### config.mk
export PLATFORM = sky130hd
export DESIGN_NAME = host_regs
export DESIGN_NICKNAME = d
export VERILOG_FILES = /design/src/host_pkg.sv /design/src/host_regs.sv
export SDC_FILE = /design/constraint.sdc
export NUM_CORES = 1
export LEC_CHECK = 0
export BUFFER_PORTS_ARGS = -buffer_cell sky130_fd_sc_hd__buf_2
export CORE_MARGIN = 2
export CORE_UTILIZATION = 41
export CTS_BUF_LIST = sky130_fd_sc_hd__clkbuf_4 sky130_fd_sc_hd__clkbuf_8
export CTS_CLUSTER_SIZE = 10
export DETAILED_ROUTE_END_ITERATION = 8
export PLACE_DENSITY = 0.89
export SLEW_MARGIN = 20
export SYNTH_ARGS = -nofsm -noshare
export SYNTH_HDL_FRONTEND = slang
export SYNTH_SLANG_ARGS = --single-unit
### constraint.sdc
create_clock -name clk_i -period 2 [get_ports clk_i]
set_input_delay 0.4 -clock clk_i [delete_from_list [all_inputs] [get_ports clk_i]]
set_output_delay 0.4 -clock clk_i [all_outputs]
set_load 0.02 [all_outputs]
### src/host_pkg.sv
// Shared types and address map for the I/O host block.
// Bit 15 of the command address picks host registers (1) or memory (0).
// Memory uses the low 8 address bits only, so bits 14..8 alias.
// Host registers take a 4-bit select in bits 5..2 and a core id in bits 1..0.
`default_nettype none

package host_pkg;

  localparam int ADDR_W          = 16;
  localparam int DATA_W          = 32;
  localparam int NUM_CORES       = 4;
  localparam int TRACE_W         = 8;
  localparam int MEM_WORDS       = 256;
  localparam int MEM_IDX_W       = 8;
  localparam int HOST_REGION_BIT = 15;
  localparam int SEL_W           = 4;
  localparam int CORE_ID_W       = 2;

  // Host register selects
  localparam logic [SEL_W-1:0] REG_TRACE  = 4'd0;
  localparam logic [SEL_W-1:0] REG_FINISH = 4'd1;

  typedef enum logic
  {
    IO_READ  = 1'b0,
    IO_WRITE = 1'b1
  } io_op_e;

  typedef enum logic
  {
    SRC_LOAD = 1'b0,
    SRC_PROC = 1'b1
  } port_src_e;

  // Memory view of a command address
  typedef struct packed
  {
    logic                           region;
    logic [ADDR_W-2-MEM_IDX_W:0]    unused;
    logic [MEM_IDX_W-1:0]           word;
  } io_addr_mem_t;

  // Host register view of a command address
  typedef struct packed
  {
    logic                                region;
    logic [ADDR_W-2-SEL_W-CORE_ID_W:0]   unused;
    logic [SEL_W-1:0]                    reg_sel;
    logic [CORE_ID_W-1:0]                core_id;
  } io_addr_host_t;

  typedef union packed
  {
    io_addr_mem_t  mem;
    io_addr_host_t host;
  } io_addr_u;

  typedef struct packed
  {
    io_op_e              op;
    io_addr_u            addr;
    logic [DATA_W-1:0]   data;
  } io_cmd_t;

  // Writes answer with data zero
  typedef struct packed
  {
    io_op_e              op;
    logic [DATA_W-1:0]   data;
  } io_resp_t;

endpackage

`default_nettype wire
### src/host_regs.sv
// Host register region: trace enables and per-core finish flags.
// Response strobe follows cmd_v_i by one cycle.
// Finish flags are sticky and clear only on reset.
// Unknown selects read zero and drop writes.
`timescale 1ns/100ps
`default_nettype none

module host_regs
(
  input  wire                                  clk_i,
  input  wire                                  arst_n_i,
  input  host_pkg::io_cmd_t                    cmd_i,
  input  wire                                  cmd_v_i,
  output host_pkg::io_resp_t                   resp_o,
  output logic                                 resp_v_o,
  output logic [host_pkg::TRACE_W-1:0]         trace_en_o,
  output logic [host_pkg::NUM_CORES-1:0]       finish_o,
  output logic                                 all_finished_o
);

  logic [host_pkg::SEL_W-1:0]      reg_sel;
  logic [host_pkg::CORE_ID_W-1:0]  core_id;
  logic                            is_write;
  logic [host_pkg::DATA_W-1:0]     rd_data;

  logic [host_pkg::TRACE_W-1:0]    trace_q;
  logic [host_pkg::NUM_CORES-1:0]  finish_q;
  host_pkg::io_resp_t              resp_q;
  logic                            resp_v_q;

  assign reg_sel  = cmd_i.addr.host.reg_sel;
  assign core_id  = cmd_i.addr.host.core_id;
  assign is_write = (cmd_i.op == host_pkg::IO_WRITE);

  // Read-back mux, zero-extended
  always_comb
  begin
    rd_data = '0;
    case (reg_sel)
      host_pkg::REG_TRACE:  rd_data[host_pkg::TRACE_W-1:0]   = trace_q;
      host_pkg::REG_FINISH: rd_data[host_pkg::NUM_CORES-1:0] = finish_q;
      default:              rd_data = '0;
    endcase
  end

  always_ff @(posedge clk_i or negedge arst_n_i)
  begin
    if (!arst_n_i)
    begin
      trace_q  <= '0;
      finish_q <= '0;
      resp_v_q <= 1'b0;
    end
    else
    begin
      resp_v_q <= cmd_v_i;
      if (cmd_v_i && is_write)
      begin
        case (reg_sel)
          host_pkg::REG_TRACE:  trace_q <= cmd_i.data[host_pkg::TRACE_W-1:0];
          host_pkg::REG_FINISH: finish_q[core_id] <= 1'b1;
          default:              ;
        endcase
      end
    end
  end

  always_ff @(posedge clk_i)
  begin
    if (cmd_v_i)
    begin
      resp_q.op   <= cmd_i.op;
      resp_q.data <= is_write ? '0 : rd_data;
    end
  end

  assign resp_o         = resp_q;
  assign resp_v_o       = resp_v_q;
  assign trace_en_o     = trace_q;
  assign finish_o       = finish_q;
  assign all_finished_o = &finish_q;

endmodule

`default_nettype wire

==> impl_metrics.toml, run 1 <==
[status]
outcome = "finished clean"

[placed_design]
placedCellCount = 147
port-buffer-count = 40
place_congestion = 0.7775
hpwl_um = 1441
dpl_cell_area_sq_um = 1209

[synth]
yosysSeqAreaShare = 0.5574
synthCells = 78
ys_types = 18
ys_ff_latch = 22
synth_area_sq_um = 1069
synth_area_leader_cell = "dfrtp_1"
avgSynthCellArea_sq_um = 13.70
netlist.area_leader.share = 0.3044
ys_warn_count = 0
synth.top_cells.by_area = "dfrtp_1 30%, edfxtp_1 25%, buf_4 17%"

[min_path]
hold_path_class = "primary input to flip-flop"

[pwr]
switching_share = 0.3120
seqPwrFrac = 0.541
powerDensity_nw_per_um2 = 830.0
clkPwrFrac = 0.214
p_switching_uw = 323.4
p_int_uw = 713.1
pwr-share-comb = 0.245
ir_drop_uv = 408.3
p_leak_uw = 0.0006850

[layout]
num_antenna_cells = 0
multi_input_area_sq_um = 364.1
syn_to_final_growth_pct = 16.86
drive_above_1_share = 0.4590
n_fill_cell = 222
finalNetCount = 175
final-seq-area_sq_um = 595.6
instances_no_fill = 152
fin_util = 0.5040
final_area_sq_um = 1249

[timing]
rsz0062_at_grt = "false"
tns_ns = 0
holdWs_ns = 0.2838
fin_crit_ns = 1.491
slew_headroom = 0.6534
finalMaxSlewViolations = 0
final_hold_viol_count = 0
worst_pin_slew_ns = 0.5198
setup_viol = 0
fin_skew_ns = 0.003096
fmax_mhz = 670.8
post-route-period-util = 0.7454

[clocking]
clock_path_buffers = 2
htree_num_levels = 1
cts-root-buf = "clkbuf_4"
numCtsBuffers = 3
clk_transition_reported_paths_ns = 0.11
clock_latency_ns = 0.31
cts.repair.resized = 0
cts.hold.buffers_added = 1
cts_tree = "done"
cts_sinks = 22
cts_setup_buffers = 0

[route]
vias = 674
drt_iter0_drc = 3
finalWirelength_um = 1779
via_per_inst = 4.434
drcViolationCount = 0
wl_per_cell_um = 11.70
final_antenna_net_count = 0
dr.pass1.iters = 4

[flow_run]
cap_violations = 0

[setup_path]
cp-start-kind = "flip-flop"
required_ns = 1.60
cp-end-kind = "primary output"
path_max_fanout = 4
crit_arrival_ns = 1.09
crit_type = "flip-flop to primary output"

[global_route]
track_usage = 0.1116
grt_pass1_vias = 555
grt_max_degree = 14
antenna_found_initial = 0
grt_first_pass_wirelength_um = 2325
overflow = 0

[floorplanning]
core_area_sq_um = 2477
initial_utilization = 0.4313
ios = 99
fp.dieH_um = 55.05
core.rowCount = 18
die_w_um = 55.05
dieArea_sq_um = 3031
[power by group through the flow]
| stage | clock network, uW | registers (uW) | logic [uW] |
|---|---|---|---|
| floorplan | 0 | 629 | 137 |
| global placement | 0 | 569 | 249 |
| detailed placement | 0 | 571 | 253 |
| CTS | 227 | 561 | 255 |
| global route | 245 | 567 | 274 |
| finish | 222 | 561 | 254 |
[stage by stage]
| step | setup slack, ns | power (uW) |
|---|---|---|
| floorplan | 0.5113 | 766.8 |
| global placement | 0.2046 | 818.1 |
| detailed placement | 0.1770 | 824.2 |
| CTS | 0.4984 | 1043 |
| global route | 0.4655 | 1086 |
| finish | 0.5091 | 1036 |
[metal layers]
metal / global-route usage / up-vias / wire length (um)
met5: 0 / - / 0
met4: 0.05691 / 0 / 30
met3: 0.02957 / 3 / 211
met2: 0.2143 / 46 / 856
met1: 0.1073 / 310 / 681
li1: - / 315 / -
[area by class of cell]
| type | instances | area share |
|---|---|---|
| Timing Repair Buffer | 42 | 0.1743 |
| Multi-Input combinational cell | 53 | 0.2916 |
| Sequential cell | 22 | 0.4770 |
| Tap cell | 30 | 0.03006 |
| Inverter | 1 | 0.003006 |
| Clock buffer | 4 | 0.02405 |
[state kept, by name, indices dropped and copies added, names as in the netlist]
signal	count
finish_o	4
resp_v_o	1
trace_en_o	8
resp_o	9
[cell usage after synthesis]
library cell,number
a21o_1,2
a22o_1,4
a31o_2,2
and2_1,4
and4_1,1
buf_4,24
buf_6,1
conb_1,1
dfrtp_1,13
edfxtp_1,9
inv_1,1
mux2_4,8
nand2b_1,1
nand4bb_1,1
nor2_1,2
nor3_1,1
nor3_2,1
or3_1,2
[critical path, cell delays in order (launching register included)]
cell and delay (ns):
dfrtp_1 0.43, and4_1 0.21, buf_2 0.15
[layout by cell type (no fill, tap or decap), types with 2 or more instances in the layout]
master    Yosys  routed
buf_2         0      40
conb_1        1      24
dfrtp_1      13      13
edfxtp_1      9       9
mux2_4        8       8
a22o_1        4       4
and2_1        4       4
clkbuf_4      0       4
or3_1         2       2
a21o_1        2       2
nor2_1        2       2
a31o_2        2       2
[cells by family (layout without fill, tap and decap cells)]
kind of cell | after synthesis | count (layout) | synth area share
AO/OA/AOI/OAI | 8 | 8 | 0.06323
other | 1 | 24 | 0.003510
AND/OR/NAND/NOR | 13 | 13 | 0.08079
flip-flops | 22 | 22 | 0.5574
multiplexers | 8 | 8 | 0.1124
buffers and inverters | 26 | 47 | 0.1827
[final timing paths]
check	depth (start not counted)	slack, ns	from	endpoint
worst max-delay path	2	0.51	finish_o[3]	all_finished_o
worst min-delay path	1	0.28	cmd_i[48]	resp_o[32]
worst max register to register	1	1.13	finish_o[2]	resp_o[2]
worst min register to register	1	0.53	finish_o[0]	finish_o[0]
max in group asynchronous	2	1.29	arst_n_i	finish_o[3]
min in group asynchronous	2	0.48	arst_n_i	trace_en_o[1]
Power figures use the tool's default switching activity.
==> run 2: changes to the inputs <==
- CORE_UTILIZATION: 41 -> 34
- PLACE_DENSITY: 0.89 -> 0.79
- clock period: 2 -> 1.35 ns (I/O delays scaled with it)
==> run 2 against run 1 <==
Compared with the run above: critical path depth unchanged; count of clock-buffer cells in the layout fell by 1; largest power group unchanged; critical endpoint unchanged; critical path type unchanged; global-route usage rose by 0.96 points; largest cell class unchanged.
==> impl_metrics.toml, run 2 (synthesis results as in run 1) <==
[status]
outcome = "finished clean"

[layout]
syn_to_final_growth_pct = 27.52
finalNetCount = 184
largest_reg_flops = 9
multi_input_area_sq_um = 364.1
final_cell_mix = "39 x buf_2, 24 x conb_1, 13 x dfrtp_1, 10 x buf_4, 9 x edfxtp_1"
drive_above_1_share = 0.4962
final_common_cell = "buf_2"
instances_no_fill = 175
n_fill_cell = 262
num_antenna_cells = 0
final-seq-area_sq_um = 595.6

[clocking]
numCtsBuffers = 3
cts-root-buf = "clkbuf_4"
htree_num_levels = 1
cts_tree = "done"
clock_path_buffers = 2
clock_latency_ns = 0.31
cts_sinks = 22
clk_transition_reported_paths_ns = 0.13

[route]
finalWirelength_um = 2142
final_antenna_net_count = 0
drt_iter0_drc = 33
vias = 736
via_per_inst = 4.206
wl_per_cell_um = 12.24
drcViolationCount = 0
dr.pass1.iters = 4

[pwr]
ir_drop_uv = 405.0
p_leak_uw = 0.0007395
powerDensity_nw_per_um2 = 1284

[floorplanning]
fp.dieH_um = 60.06
core.rowCount = 20
die_w_um = 60.06
dieArea_sq_um = 3607
initial_utilization = 0.3529
ios = 99
core_area_sq_um = 3028

[timing]
post-route-period-util = 0.9819
rsz0062_at_grt = "true"
fin_crit_ns = 1.326
tns_ns = 0
fin_skew_ns = 0.01421
fmax_mhz = 754.4
holdWs_ns = 0.1770
final_hold_viol_count = 0
setup_viol = 0
finalMaxSlewViolations = 0

[global_route]
busiest_layer = "met2"
use_met1 = 0.1304
antenna_found_initial = 0
grtUsageMet3 = 0.02165
grt_pass1_vias = 653
overflow = 0
grt_first_pass_wirelength_um = 3111
grt_use_met2 = 0.2112
grt_max_degree = 14
track_usage = 0.1212

[placed_design]
place_congestion = 0.7534
port-buffer-count = 40
hpwl_um = 1593
placedCellCount = 166

[min_path]
hold_path_class = "primary input to flip-flop"

[setup_path]
cp-end-kind = "primary output"
crit_type = "flip-flop to primary output"
crit_arrival_ns = 1.06
path_max_fanout = 2
cp-start-kind = "flip-flop"
required_ns = 1.08

[flow_run]
cap_violations = 0
-- run 2: changes by cell type in the layout (fill, tap and decap cells not counted), sizes merged --
cell,before,now
buf,41,50
bufinv,0,1
clkbuf,4,3
-- run 2: worst max-delay path, stage by stage, from the launching register on --
cell     delay, ns
dfrtp_1       0.41
and4_1        0.21
buf_6         0.13
-- run 2: final timing paths --
kind / startpoint / endpoint / slack, ns / depth (start not counted)
worst max-delay path: finish_o[2] / all_finished_o / 0.02 / 2
worst min-delay path: cmd_i[1] / trace_en_o[1] / 0.18 / 2
worst max register to register: finish_o[0] / resp_o[0] / 0.37 / 2
worst min register to register: trace_en_o[6] / trace_en_o[6] / 0.55 / 1
max in group asynchronous: arst_n_i / finish_o[2] / 0.76 / 2
min in group asynchronous: arst_n_i / trace_en_o[3] / 0.35 / 2
-- run 2: power breakdown --
part | total (uW) | internal, uW | switching, uW
sequential | 824 | 773 | 51.4
clock | 503 | 300 | 202
combinational | 423 | 173 | 250
-- run 2: through the flow --
stage | worst slack, ns | util | power (uW) | cell area (sq um)
finish | 0.02439 | 0.4500 | 1750 | 1363
global route | -0.01539 | 0.4500 | 1816 | 1363
CTS | 0.006565 | 0.4479 | 1760 | 1356
detailed placement | -0.2108 | 0.4174 | 1234 | 1264
global placement | -0.1451 | 0.4174 | 1219 | 1264
floorplan | -0.008715 | - | 1136 | 1155
-- run 2: layout make-up --
class	count	area share
clock inverters	1	0.02204
repair buffers	51	0.2140
clock buffers	3	0.01653
multi-input cells	53	0.2672
flip-flops and latches	22	0.4371
well taps	44	0.04040
inverters	1	0.002755
-- run 2: per-layer routing --
metal | wire length [um] | part of all wire
met5 | 0 | 0
met4 | 50 | 0.023
met3 | 201 | 0.094
met2 | 1102 | 0.51
met1 | 788 | 0.37
-- run 2: timing repair --
item	CTS	global route
endpoints found under the setup margin	1	1
endpoints found under the hold margin	13	0
gates resized for setup	0	2
hold buffers	1	0
pin swaps	0	1
buffers inserted	4	0
