<file path="config.mk">
export PLATFORM = sky130hd
export DESIGN_NAME = io_port_arbiter
export DESIGN_NICKNAME = d
export VERILOG_FILES = /design/src/host_pkg.sv /design/src/io_port_arbiter.sv
export SDC_FILE = /design/constraint.sdc
export NUM_CORES = 1
export LEC_CHECK = 0
export ABC_CLOCK_PERIOD_IN_PS = 2500
export BUFFER_PORTS_ARGS = -buffer_cell sky130_fd_sc_hd__buf_2
export CORE_ASPECT_RATIO = 2
export CORE_MARGIN = 8
export CORE_UTILIZATION = 42
export DETAILED_ROUTE_END_ITERATION = 8
export PLACE_DENSITY = 0.8
export SYNTH_ARGS = -nofsm -noshare
export SYNTH_HDL_FRONTEND = slang
export SYNTH_SLANG_ARGS = --single-unit
</file>
<file path="constraint.sdc">
create_clock -name clk_i -period 2.5 [get_ports clk_i]
set_clock_uncertainty 0.1 [all_clocks]
set_input_delay 0.5 -clock clk_i [delete_from_list [all_inputs] [get_ports clk_i]]
set_output_delay 0.5 -clock clk_i [all_outputs]
set_load 0.02 [all_outputs]
</file>
<file path="src/host_pkg.sv">
// Shared types and address map for the I/O host block.
// Bit 15 of the command address picks host registers (1) or memory (0).
// Memory uses the low 8 address bits only, so bits 14..8 alias.
// Host registers take a 4-bit select in bits 5..2 and a core id in bits 1..0.
`default_nettype none

package host_pkg;

  localparam int ADDR_W          = 16;
  localparam int DATA_W          = 32;
  localparam int NUM_CORES       = 4;
  localparam int TRACE_W         = 8;
  localparam int MEM_WORDS       = 256;
  localparam int MEM_IDX_W       = 8;
  localparam int HOST_REGION_BIT = 15;
  localparam int SEL_W           = 4;
  localparam int CORE_ID_W       = 2;

  // Host register selects
  localparam logic [SEL_W-1:0] REG_TRACE  = 4'd0;
  localparam logic [SEL_W-1:0] REG_FINISH = 4'd1;

  typedef enum logic
  {
    IO_READ  = 1'b0,
    IO_WRITE = 1'b1
  } io_op_e;

  typedef enum logic
  {
    SRC_LOAD = 1'b0,
    SRC_PROC = 1'b1
  } port_src_e;

  // Memory view of a command address
  typedef struct packed
  {
    logic                           region;
    logic [ADDR_W-2-MEM_IDX_W:0]    unused;
    logic [MEM_IDX_W-1:0]           word;
  } io_addr_mem_t;

  // Host register view of a command address
  typedef struct packed
  {
    logic                                region;
    logic [ADDR_W-2-SEL_W-CORE_ID_W:0]   unused;
    logic [SEL_W-1:0]                    reg_sel;
    logic [CORE_ID_W-1:0]                core_id;
  } io_addr_host_t;

  typedef union packed
  {
    io_addr_mem_t  mem;
    io_addr_host_t host;
  } io_addr_u;

  typedef struct packed
  {
    io_op_e              op;
    io_addr_u            addr;
    logic [DATA_W-1:0]   data;
  } io_cmd_t;

  // Writes answer with data zero
  typedef struct packed
  {
    io_op_e              op;
    logic [DATA_W-1:0]   data;
  } io_resp_t;

endpackage

`default_nettype wire
</file>
<file path="src/io_port_arbiter.sv">
// Two-port command arbiter with a single command in flight.
// Loader wins when both ports are valid; the processor ready is held
// low in that cycle so its command waits.
// Target strobes come one cycle after the command transfer.
// The response is held until the issuing port takes it.
`timescale 1ns/100ps
`default_nettype none

module io_port_arbiter
(
  input  wire                 clk_i,
  input  wire                 arst_n_i,

  input  host_pkg::io_cmd_t   load_cmd_i,
  input  wire                 load_cmd_v_i,
  output logic                load_cmd_ready_o,
  output host_pkg::io_resp_t  load_resp_o,
  output logic                load_resp_v_o,
  input  wire                 load_resp_ready_i,

  input  host_pkg::io_cmd_t   proc_cmd_i,
  input  wire                 proc_cmd_v_i,
  output logic                proc_cmd_ready_o,
  output host_pkg::io_resp_t  proc_resp_o,
  output logic                proc_resp_v_o,
  input  wire                 proc_resp_ready_i,

  output host_pkg::io_cmd_t   tgt_cmd_o,
  output logic                reg_cmd_v_o,
  output logic                mem_cmd_v_o,

  input  host_pkg::io_resp_t  reg_resp_i,
  input  wire                 reg_resp_v_i,
  input  host_pkg::io_resp_t  mem_resp_i,
  input  wire                 mem_resp_v_i
);

  host_pkg::io_cmd_t    sel_cmd;
  host_pkg::port_src_e  sel_src;
  logic                 accept;
  logic                 resp_fire;
  logic                 sel_host;

  logic                 busy_q;
  host_pkg::port_src_e  src_q;
  host_pkg::io_cmd_t    cmd_q;
  logic                 reg_v_q;
  logic                 mem_v_q;
  host_pkg::io_resp_t   resp_q;
  logic                 resp_v_q;

  // Fixed priority, loader first
  always_comb
  begin
    if (load_cmd_v_i)
    begin
      sel_cmd = load_cmd_i;
      sel_src = host_pkg::SRC_LOAD;
    end
    else
    begin
      sel_cmd = proc_cmd_i;
      sel_src = host_pkg::SRC_PROC;
    end
  end

  assign sel_host = sel_cmd.addr[host_pkg::HOST_REGION_BIT];

  assign load_cmd_ready_o = ~busy_q;
  assign proc_cmd_ready_o = ~busy_q & ~load_cmd_v_i;
  assign accept           = ~busy_q & (load_cmd_v_i | proc_cmd_v_i);

  assign load_resp_o   = resp_q;
  assign proc_resp_o   = resp_q;
  assign load_resp_v_o = resp_v_q & (src_q == host_pkg::SRC_LOAD);
  assign proc_resp_v_o = resp_v_q & (src_q == host_pkg::SRC_PROC);
  assign resp_fire     = (load_resp_v_o & load_resp_ready_i)
                       | (proc_resp_v_o & proc_resp_ready_i);

  assign tgt_cmd_o   = cmd_q;
  assign reg_cmd_v_o = reg_v_q;
  assign mem_cmd_v_o = mem_v_q;

  always_ff @(posedge clk_i or negedge arst_n_i)
  begin
    if (!arst_n_i)
    begin
      busy_q   <= 1'b0;
      src_q    <= host_pkg::SRC_LOAD;
      reg_v_q  <= 1'b0;
      mem_v_q  <= 1'b0;
      resp_v_q <= 1'b0;
    end
    else
    begin
      reg_v_q <= accept & sel_host;
      mem_v_q <= accept & ~sel_host;
      if (accept)
      begin
        busy_q <= 1'b1;
        src_q  <= sel_src;
      end
      else if (resp_fire)
      begin
        busy_q <= 1'b0;
      end
      // Targets answer once per command, never together
      if (reg_resp_v_i | mem_resp_v_i)
        resp_v_q <= 1'b1;
      else if (resp_fire)
        resp_v_q <= 1'b0;
    end
  end

  always_ff @(posedge clk_i)
  begin
    if (accept)
      cmd_q <= sel_cmd;
    if (reg_resp_v_i)
      resp_q <= reg_resp_i;
    else if (mem_resp_v_i)
      resp_q <= mem_resp_i;
  end

endmodule

`default_nettype wire

</file>
==> impl_metrics.ini, run 1 <==
[status]
status = finished clean

[place]
placed_cell_area_um2 = 5600
finalWeightedCongestion = 0.817
port_buffers = 292
dp_hpwl_um = 9820

[grt]
grt_overflow = 0
grt_pass1_vias = 3213
grt_max_degree = 35
antenna_found_initial = 1
grt_pass1_wl_um = 17200
grt_usage_pct = 16.5

[clock_network]
cts_root_buf = clkbuf_16
clk_latency_ns = 0.33
cts_hold_buffers = 1
cts_sinks = 87
cts_max_level = 3
cts_buffer_depth = 2
numCtsBuffers = 9
clk_pin_slew_worst_paths_ns = 0.06
cts_tree = done
cts_resized = 0
postCtsSetupRepairBufs = 0

[yosys]
yosysWarnings = 0
yosys.cell_count.top_type = edfxtp_1
async_flop_share_pct = 5.75
ys_seq_area_share_pct = 60.1
syn_area_um2 = 4300
syn_area_per_cell_um2 = 18.9
yosysTopAreaCellShare_pct = 57.2
synth_cell_types = 18
synth_edf_count = 82
synth_common_cells = 82 x edfxtp_1, 78 x mux2_4, 33 x buf_4
ys_seq_elements = 87
ys.flop_type = edfxtp_1
synth_area_leaders = edfxtp_1 57%, mux2_4 27%, buf_4 5.8%
syn_inst = 228
yosysTopAreaCell = edfxtp_1
syn_nets = 400

[critical_path]
cp.arrival_ns = 1.23
cp_cell_sequence = buf_2 -> buf_4 -> nor2_1 -> buf_2
critPathTopFamily = buffers and inverters
timing.critical_path.from_type = input port
crit_buf_inv = 3
crit_fanout = 24
worst-r2r-setup-slack_ns = 0.73
worstPathRequired_ns = 1.90
critPathCaptureType = output port
crit_type = in -> out
cp_common_cell = buf_2
slowest_stage = buf_4
critPathMaxStageDelay_ns = 0.36

[floorplanning]
die_area_um2 = 13900
fp.dieH_um = 159
ioPinCount = 293
rows = 52
dieWidth_um = 87.6
start_util_pct = 42.7
coreArea_um2 = 10100

[routing]
vias = 2907
detail_route.vias_per_cell = 4.58
firstDrtPassIters = 4
ant_nets = 0
first_iter_violations = 49
drc = 0
wl_um = 11800
wl_per_cell_um = 18.5

[timing]
final_max_slew_viol_count = 0
finalSetupTns_ns = 0
setup_viol = 0
rsz0062_at_grt = false
final_hold_viol_count = 0
tightest_slew_ns = 0.479
slew_headroom_pct = 68.0
fmax_mhz = 547
fin_crit_sh_pct = 73.1
fin_crit_ns = 1.83

[power]
peakVddDrop_mv = 0.718
power.density_nw_per_um2 = 807
leakage_uw = 0.00291

[cells_and_area]
stdcell_area_um2 = 5930
drive_above_1_share_pct = 79.6
final_net_count = 666
post-route-util_pct = 58.8
syn_to_final_growth_pct = 37.8

[run]
maxCapViolCount = 0

[hold_path]
min_path_type = in -> reg
-- area by class of cell --
type,count,area (um^2)
multi-input combinational,95,1310
sequential,87,2590
clock buffer,10,229
clock inverter,6,92.6
fill,776,4150
antenna,1,2.50
tap,135,169
timing repair buffer,298,1530
inverter,3,11.3
-- worst paths after layout --
kind	startpoint	endpoint	cells after the start
setup / recovery	load_cmd_v_i	proc_cmd_ready_o	4
hold / removal	proc_cmd_i[47]	mem_cmd_v_o$_DFF_PN0_	3
setup reg to reg	busy_q$_DFFE_PN0P_	tgt_cmd_o[16]$_DFFE_PP_	3
hold reg to reg	resp_v_q$_DFFE_PN0P_	busy_q$_DFFE_PN0P_	1
max in group asynchronous	arst_n_i	resp_v_q$_DFFE_PN0P_	2
min in group asynchronous	arst_n_i	reg_cmd_v_o$_DFF_PN0_	2
-- routing by layer --
layer / part of all wire, % / vias to the layer above / global-route usage [%] / wire [um]
li1: - / 1350 / - / -
met1: 33 / 1354 / 15.3 / 3830
met2: 54 / 177 / 29.7 / 6310
met3: 9.9 / 26 / 5.22 / 1160
met4: 3.8 / 0 / 10.2 / 452
met5: 0 / - / 0 / 0
-- metrics by stage --
stage          instances  worst slack (ns)  total power (uW)  hold slack [ns]
2_1_floorplan        228             0.207              2930            0.104
3_3_place_gp         617             0.653              3380            0.218
3_5_place_dp         617             0.570              3410            0.224
4_1_cts              634             0.666              4860            0.343
5_1_grt              635             0.624              4990            0.346
6_report             635             0.672              4790            0.356
-- power by group --
group	switching (uW)	internal, uW
Clock	543	882
Sequential	91.8	1930
Combinational	820	517
Total	1450	3330
-- logic make-up (layout without fill, tap and decap cells) --
kind of cell | count (synthesis) | in the layout | synth area share [%]
other | 0 | 1 | 0
muxes | 83 | 83 | 28.5
DFF | 87 | 87 | 60.1
and+or+nand+nor | 8 | 8 | 1.13
buffers and inverters | 46 | 317 | 9.53
AOI/OAI and AO/OA | 4 | 4 | 0.698
-- tightest hold or removal path: cells and delay by family --
family        cells  cell delay, ns
simple gates      1            0.04
buf+inv           1            0.07
mux               1            0.14
-- sequential cells by signal, indices dropped and copies added (netlist names) --
register     cells
mem_cmd_v_o      1
reg_cmd_v_o      1
resp_v_q         1
src_q            1
tgt_cmd_o       49
busy_q           1
load_resp_o     33
-- cell usage in the layout, fill, tap and decap left out, drive strengths merged --
cell type / count
clkinvlp: 2
or2: 1
dlygate4sd3: 1
dfrtp: 5
nor2: 3
diode: 1
nor2b: 2
bufinv: 2
clkbuf: 10
inv: 5
mux2: 83
edfxtp: 82
o21bai: 2
and2: 1
buf: 297
nor3: 1
a31oi: 1
a2bb2oi: 1
(Power assumes the default switching activity.)
==> inputs of run 2 (changes only) <==
--- a/config.mk
+++ b/config.mk
@@ -5,13 +5,13 @@
 export SDC_FILE = /design/constraint.sdc
 export NUM_CORES = 1
 export LEC_CHECK = 0
-export ABC_CLOCK_PERIOD_IN_PS = 2500
+export ABC_CLOCK_PERIOD_IN_PS = 1600
 export BUFFER_PORTS_ARGS = -buffer_cell sky130_fd_sc_hd__buf_2
 export CORE_ASPECT_RATIO = 2
 export CORE_MARGIN = 8
-export CORE_UTILIZATION = 42
+export CORE_UTILIZATION = 38
 export DETAILED_ROUTE_END_ITERATION = 8
-export PLACE_DENSITY = 0.8
+export PLACE_DENSITY = 0.76
 export SYNTH_ARGS = -nofsm -noshare
 export SYNTH_HDL_FRONTEND = slang
 export SYNTH_SLANG_ARGS = --single-unit
==> constraint.sdc (replaced) <==
create_clock -name clk_i -period 1.6 [get_ports clk_i]
set_clock_uncertainty 0.1 [all_clocks]
set_input_delay 0.32 -clock clk_i [delete_from_list [all_inputs] [get_ports clk_i]]
set_output_delay 0.32 -clock clk_i [all_outputs]
set_load 0.02 [all_outputs]
==> run 2 against run 1 <==
Design area rose by 0.82%. Hold slack lost 0.18 ns. Sequential share of layout area decreased by 0.36 points. Clock power rose by 40%. Critical path depth shrank 1. Sequential power grew 56%. Critical path type is now reg -> out. Largest power group unchanged. Utilization fell by 5.2 points. Global-route usage fell by 0.67 points. Critical endpoint unchanged. Sequential cell count did not move. Register-to-register slack got worse by 0.54 ns. First-iteration DRC count grew 130%. Routed wire length increased by 3.5%.
==> impl_metrics.ini, run 2 (synthesized netlist as in run 1, its figures left out) <==
[timing]
final_hold_viol_count = 0
tightest_slew_ns = 0.269
fin_crit_sh_pct = 94.2
fmax_mhz = 663
setup_viol = 0
fin_crit_ns = 1.51
slew_headroom_pct = 82.1
rsz0062_at_grt = false
final_max_slew_viol_count = 0

[critical_path]
crit_type = reg -> out
critPathMaxStageDelay_ns = 0.37
cp.arrival_ns = 1.09
timing.critical_path.from_type = register
crit_buf_inv = 2
critPathCaptureType = output port
critPathTopFamily = flip-flops
cp_cell_sequence = buf_4 -> nor2_1 -> buf_2
worstPathRequired_ns = 1.18
crit_fanout = 5
slowest_stage = dfrtp_1

[power]
p_comb_share_pct = 29.2
net-switching-power_uw = 2340
finalPower_uw = 7290
p_int_uw = 4960
peakVddDrop_mv = 0.849
power_frac_clock_pct = 27.4
leakage_uw = 0.00292
power.density_nw_per_um2 = 1220
p_seq_share_pct = 43.4
p_sw_share_pct = 32.0

[clock_network]
cts_max_level = 3
numCtsBuffers = 9
cts_tree = done
cts_sinks = 87
clk_pin_slew_worst_paths_ns = 0.07
cts_root_buf = clkbuf_16
cts_resized = 0
cts_buffer_depth = 2
clk_latency_ns = 0.33
postCtsSetupRepairBufs = 0

[grt]
grt_overflow = 0
grt_max_degree = 46
grt_pass1_wl_um = 18700
grt_pass1_vias = 3458
antenna_found_initial = 1
grt_usage_pct = 15.9

[cells_and_area]
register_area_um2 = 2590
final_net_count = 669
layout_commonest_cell = buf_2
nFillCells = 983
drive_above_1_share_pct = 80.3
final_cell_mix = 291 x buf_2, 82 x edfxtp_1, 78 x mux2_4
multiInputGateArea_um2 = 1320
syn_to_final_growth_pct = 39.0
largest_reg_flops = 49
diodes = 0
stdcell_area_um2 = 5980

[floorplanning]
rows = 55
coreArea_um2 = 11100
start_util_pct = 38.6
die_area_um2 = 15200
ioPinCount = 293
fp.dieH_um = 167
dieWidth_um = 91.3

[routing]
drc = 0
vias = 2915
first_iter_violations = 112
detail_route.vias_per_cell = 4.53
firstDrtPassIters = 4
wl_um = 12200
ant_nets = 0
wl_per_cell_um = 18.9

[status]
status = finished clean

[place]
finalWeightedCongestion = 0.822
placed_cell_area_um2 = 5680
dp_hpwl_um = 10300
port_buffers = 292

[run]
maxCapViolCount = 0

[hold_path]
min_path_type = in -> reg
-- run 2: layer usage --
metal / track usage, % / vias to the layer above / part of all wire, %
li1: - / 1352 / -
met1: 16.7 / 1321 / 37
met2: 26.5 / 228 / 48
met3: 7.70 / 12 / 13
met4: 5.89 / 2 / 1.6
met5: 0 / - / 0.099
-- run 2: path summary, 6_finish.rpt --
path | slack [ns] | cells past startpoint | to | startpoint
min in group asynchronous | 0.25 | 2 | resp_v_q$_DFFE_PN0P_ | arst_n_i
max | 0.09 | 3 | proc_cmd_ready_o | busy_q$_DFFE_PN0P_
min | 0.18 | 2 | tgt_cmd_o[26]$_DFFE_PP_ | load_cmd_i[26]
min reg2reg | 0.42 | 1 | busy_q$_DFFE_PN0P_ | resp_v_q$_DFFE_PN0P_
max reg2reg | 0.19 | 3 | tgt_cmd_o[37]$_DFFE_PP_ | busy_q$_DFFE_PN0P_
max in group asynchronous | 1.02 | 2 | mem_cmd_v_o$_DFF_PN0_ | arst_n_i
-- run 2: what timing repair did --
action                                  in CTS  in global routing
hold buffers                                 1                  0
hold endpoints to repair                     5                  0
endpoints found under the setup margin       0                  0
-- run 2: power by group through the flow --
stage / Combinational [uW] / Sequential [uW] / Clock (uW)
2_1_floorplan: 900 / 3700 / 0
3_5_place_dp: 2170 / 3210 / 0
5_1_grt: 2280 / 3210 / 2150
3_3_place_gp: 2140 / 3210 / 0
6_report: 2130 / 3160 / 2000
4_1_cts: 2180 / 3170 / 2060
-- run 2: layout make-up --
type	instances	share of cell area (%)
inverter	3	0.251
sequential	87	43.3
clock inverter	7	1.03
tap	142	2.97
clock buffer	9	3.77
timing repair buffer	301	26.7
multi-input combinational	95	22.0
-- run 2: worst register-to-register path, cell delays in order (launching register included) --
cell and delay, ns:
dfrtp_1 0.37, o21bai_4 0.20, clkinvlp_4 0.14, buf_12 0.25
-- run 2: per-stage QoR --
stage | TNS, ns | hold WS (ns) | utilization [%] | instances | worst slack [ns]
after floorplan | -12.12 | -0.0756 | - | 228 | -0.247
after CTS | 0 | 0.163 | 53.6 | 644 | 0.0739
final | 0 | 0.178 | 53.6 | 644 | 0.0928
after detailed placement | 0 | 0.0403 | 51.0 | 627 | 0.124
after global routing | 0 | 0.163 | 53.6 | 644 | 0.0432
after global placement | 0 | 0.0403 | 51.0 | 627 | 0.143
==> inputs of run 3 (changes only) <==
--- a/config.mk
+++ b/config.mk
@@ -5,8 +5,8 @@
 export SDC_FILE = /design/constraint.sdc
 export NUM_CORES = 1
 export LEC_CHECK = 0
-export ABC_CLOCK_PERIOD_IN_PS = 1600
-export BUFFER_PORTS_ARGS = -buffer_cell sky130_fd_sc_hd__buf_2
+export ABC_CLOCK_PERIOD_IN_PS = 1320
+export BUFFER_PORTS_ARGS = -buffer_cell sky130_fd_sc_hd__buf_4
 export CORE_ASPECT_RATIO = 2
 export CORE_MARGIN = 8
 export CORE_UTILIZATION = 38
==> constraint.sdc (replaced) <==
create_clock -name clk_i -period 1.32 [get_ports clk_i]
set_clock_uncertainty 0.1 [all_clocks]
set_input_delay 0.264 -clock clk_i [delete_from_list [all_inputs] [get_ports clk_i]]
set_output_delay 0.264 -clock clk_i [all_outputs]
set_load 0.02 [all_outputs]
==> run 3 against run 2 <==
The flow now finishes with violations (setup timing). Worst setup slack got worse by 0.21 ns. Count of clock-buffer cells in the layout unchanged. Sequential power is 23% higher. Routed wire length grew 15%. First-iteration DRC count fell by 55%. Clock power rose by 20%. Sequential share of layout area decreased by 6.1 points. Hold slack got worse by 0.055 ns. Combinational power increased by 64%. Cell count rose by 1.9%. Largest cell class unchanged. Critical path depth increased by 1.
==> impl_metrics.ini, run 3 (synthesized netlist as in run 1, its figures left out) <==
[run]
maxCapViolCount = 0

[floorplanning]
die_area_um2 = 15200
fp.dieH_um = 167
start_util_pct = 38.6
ioPinCount = 293
dieWidth_um = 91.3
coreArea_um2 = 11100
rows = 55

[cells_and_area]
diodes = 0
drive_above_1_share_pct = 81.7
final_net_count = 681
syn_to_final_growth_pct = 61.6
stdcell_count = 656
layout_commonest_cell = buf_4
largest_reg_flops = 49
final_cell_mix = 273 x buf_4, 82 x edfxtp_1, 78 x mux2_4

[routing]
first_iter_violations = 50
vias = 3015
drc = 0
detail_route.vias_per_cell = 4.60
ant_nets = 0
wl_per_cell_um = 21.3
wl_um = 14000
firstDrtPassIters = 5

[critical_path]
cp.arrival_ns = 1.39
r2r_cells = 4
slowest_stage = dfrtp_1
worstPathRequired_ns = 1.27
critPathCaptureType = register
critPathMaxStageDelay_ns = 0.39
crit_type = reg -> reg
cp-endpoint = tgt_cmd_o[28]$_DFFE_PP_
timing.critical_path.from_type = register
r2r-start = busy_q$_DFFE_PN0P_
cp_cell_sequence = buf_4 -> o21bai_4 -> clkinvlp_4 -> clkbuf_16
startpoint = busy_q$_DFFE_PN0P_
r2r-end = tgt_cmd_o[28]$_DFFE_PP_
crit_fanout = 16
worst-r2r-setup-slack_ns = -0.12

[timing]
finalSetupTns_ns = -5.50
fmax_mhz = 694
tightest_slew_ns = 0.482
final_hold_viol_count = 0
slew_headroom_pct = 67.9
setup_viol = 59
fin_crit_ns = 1.44
postLayoutSetupSlackWorst_ns = -0.120
fin_crit_sh_pct = 109
final_max_slew_viol_count = 0
rsz0062_at_grt = true

[grt]
grt_overflow = 0
grt_pass1_vias = 3406
antenna_found_initial = 0
grt_pass1_wl_um = 20300
grt_max_degree = 35
grt_usage_pct = 17.6

[clock_network]
cts_tree = done
cts_root_buf = clkbuf_16
cts_sinks = 87
cts_max_level = 3
clk_pin_slew_worst_paths_ns = 0.07
clk_latency_ns = 0.34
numCtsBuffers = 9
cts_buffer_depth = 2

[hold_path]
worstHoldStart = mem_resp_i[26]
holdPathStages = 2
min_path_type = in -> reg

[place]
port_buffers = 292
dp_hpwl_um = 11400
finalWeightedCongestion = 0.768
place_inst = 632

[power]
peakVddDrop_mv = 0.767
leakage_uw = 0.00328
power.density_nw_per_um2 = 1410

[status]
violations = setup timing
status = finished with violations
==> run 3: cell count changes in the layout (fill, tap and decap cells not counted), moves of 2 or more <==
cell	change
buf_2	-291
buf_4	+269
buf_6	+33
inv_1	-2
nor2_1	-2
nor2_4	+2
==> run 3: how the worst min path moves through the flow <==
stage | endpoint | slack [ns]
3_3_place_gp | reg_cmd_v_o$_DFF_PN0_ | -0.02
5_1_grt | load_resp_o[26]$_DFFE_PP_ | 0.11
3_5_place_dp | reg_cmd_v_o$_DFF_PN0_ | -0.02
6_report | load_resp_o[26]$_DFFE_PP_ | 0.12
2_1_floorplan | busy_q$_DFFE_PN0P_ | -0.13
4_1_cts | load_resp_o[26]$_DFFE_PP_ | 0.11
==> run 3: per-layer routing <==
layer  wire (um)  vias up  GRT usage (%)  part of all wire [%]
met5           0        -              0                     0
met4         179        0           5.38                   1.3
met3        1640       12           8.91                    12
met2        6870      223           28.9                    49
met1        5310     1400           19.1                    38
li1            -     1380              -                     -
==> run 3: layout make-up <==
type	count	area, um^2
fillers	841	4190
flip-flops and latches	87	2590
repair buffers	313	2560
multi-input cells	95	1340
clock buffers	9	225
well taps	142	178
clock inverters	7	55.1
inverters	3	17.5
==> run 3: power breakdown <==
part | total (uW) | internal (uW) | switching (uW) | leakage, uW
logic | 3500 | 1800 | 1710 | 0.00229
clock network | 2390 | 1290 | 1090 | 0.000133
registers | 3900 | 3660 | 231 | 0.000856
total | 9790 | 6760 | 3030 | 0.00328
==> run 3: stage by stage <==
step                power [uW]  hold WS, ns  util, %  setup WS (ns)  area, um^2
global placement          7080      -0.0193     57.9       -0.00541        6450
finish                    9790        0.124     62.4         -0.120        6960
floorplan                 5580       -0.132        -         -0.471        4330
global route             10200        0.108     62.4         -0.167        6960
detailed placement        7140      -0.0200     57.9        -0.0220        6450
CTS                       9760        0.106     61.4         -0.131        6840
==> run 3: what timing repair did <==
item | CTS | global route
gates cloned | 0 | 1
setup endpoints to repair | 26 | 79
endpoints found under the hold margin | 5 | 0
hold buffers | 1 | 0
setup buffers | 4 | 2
resized for setup | 22 | 19
pin swaps | 2 | 2
==> run 3: worst max-delay path: cells and delay by family, from the launching register on <==
| family | cells | cell delay, ns |
|---|---|---|
| AOI/OAI and AO/OA | 1 | 0.17 |
| buffers and inverters | 3 | 0.48 |
| DFF | 1 | 0.39 |
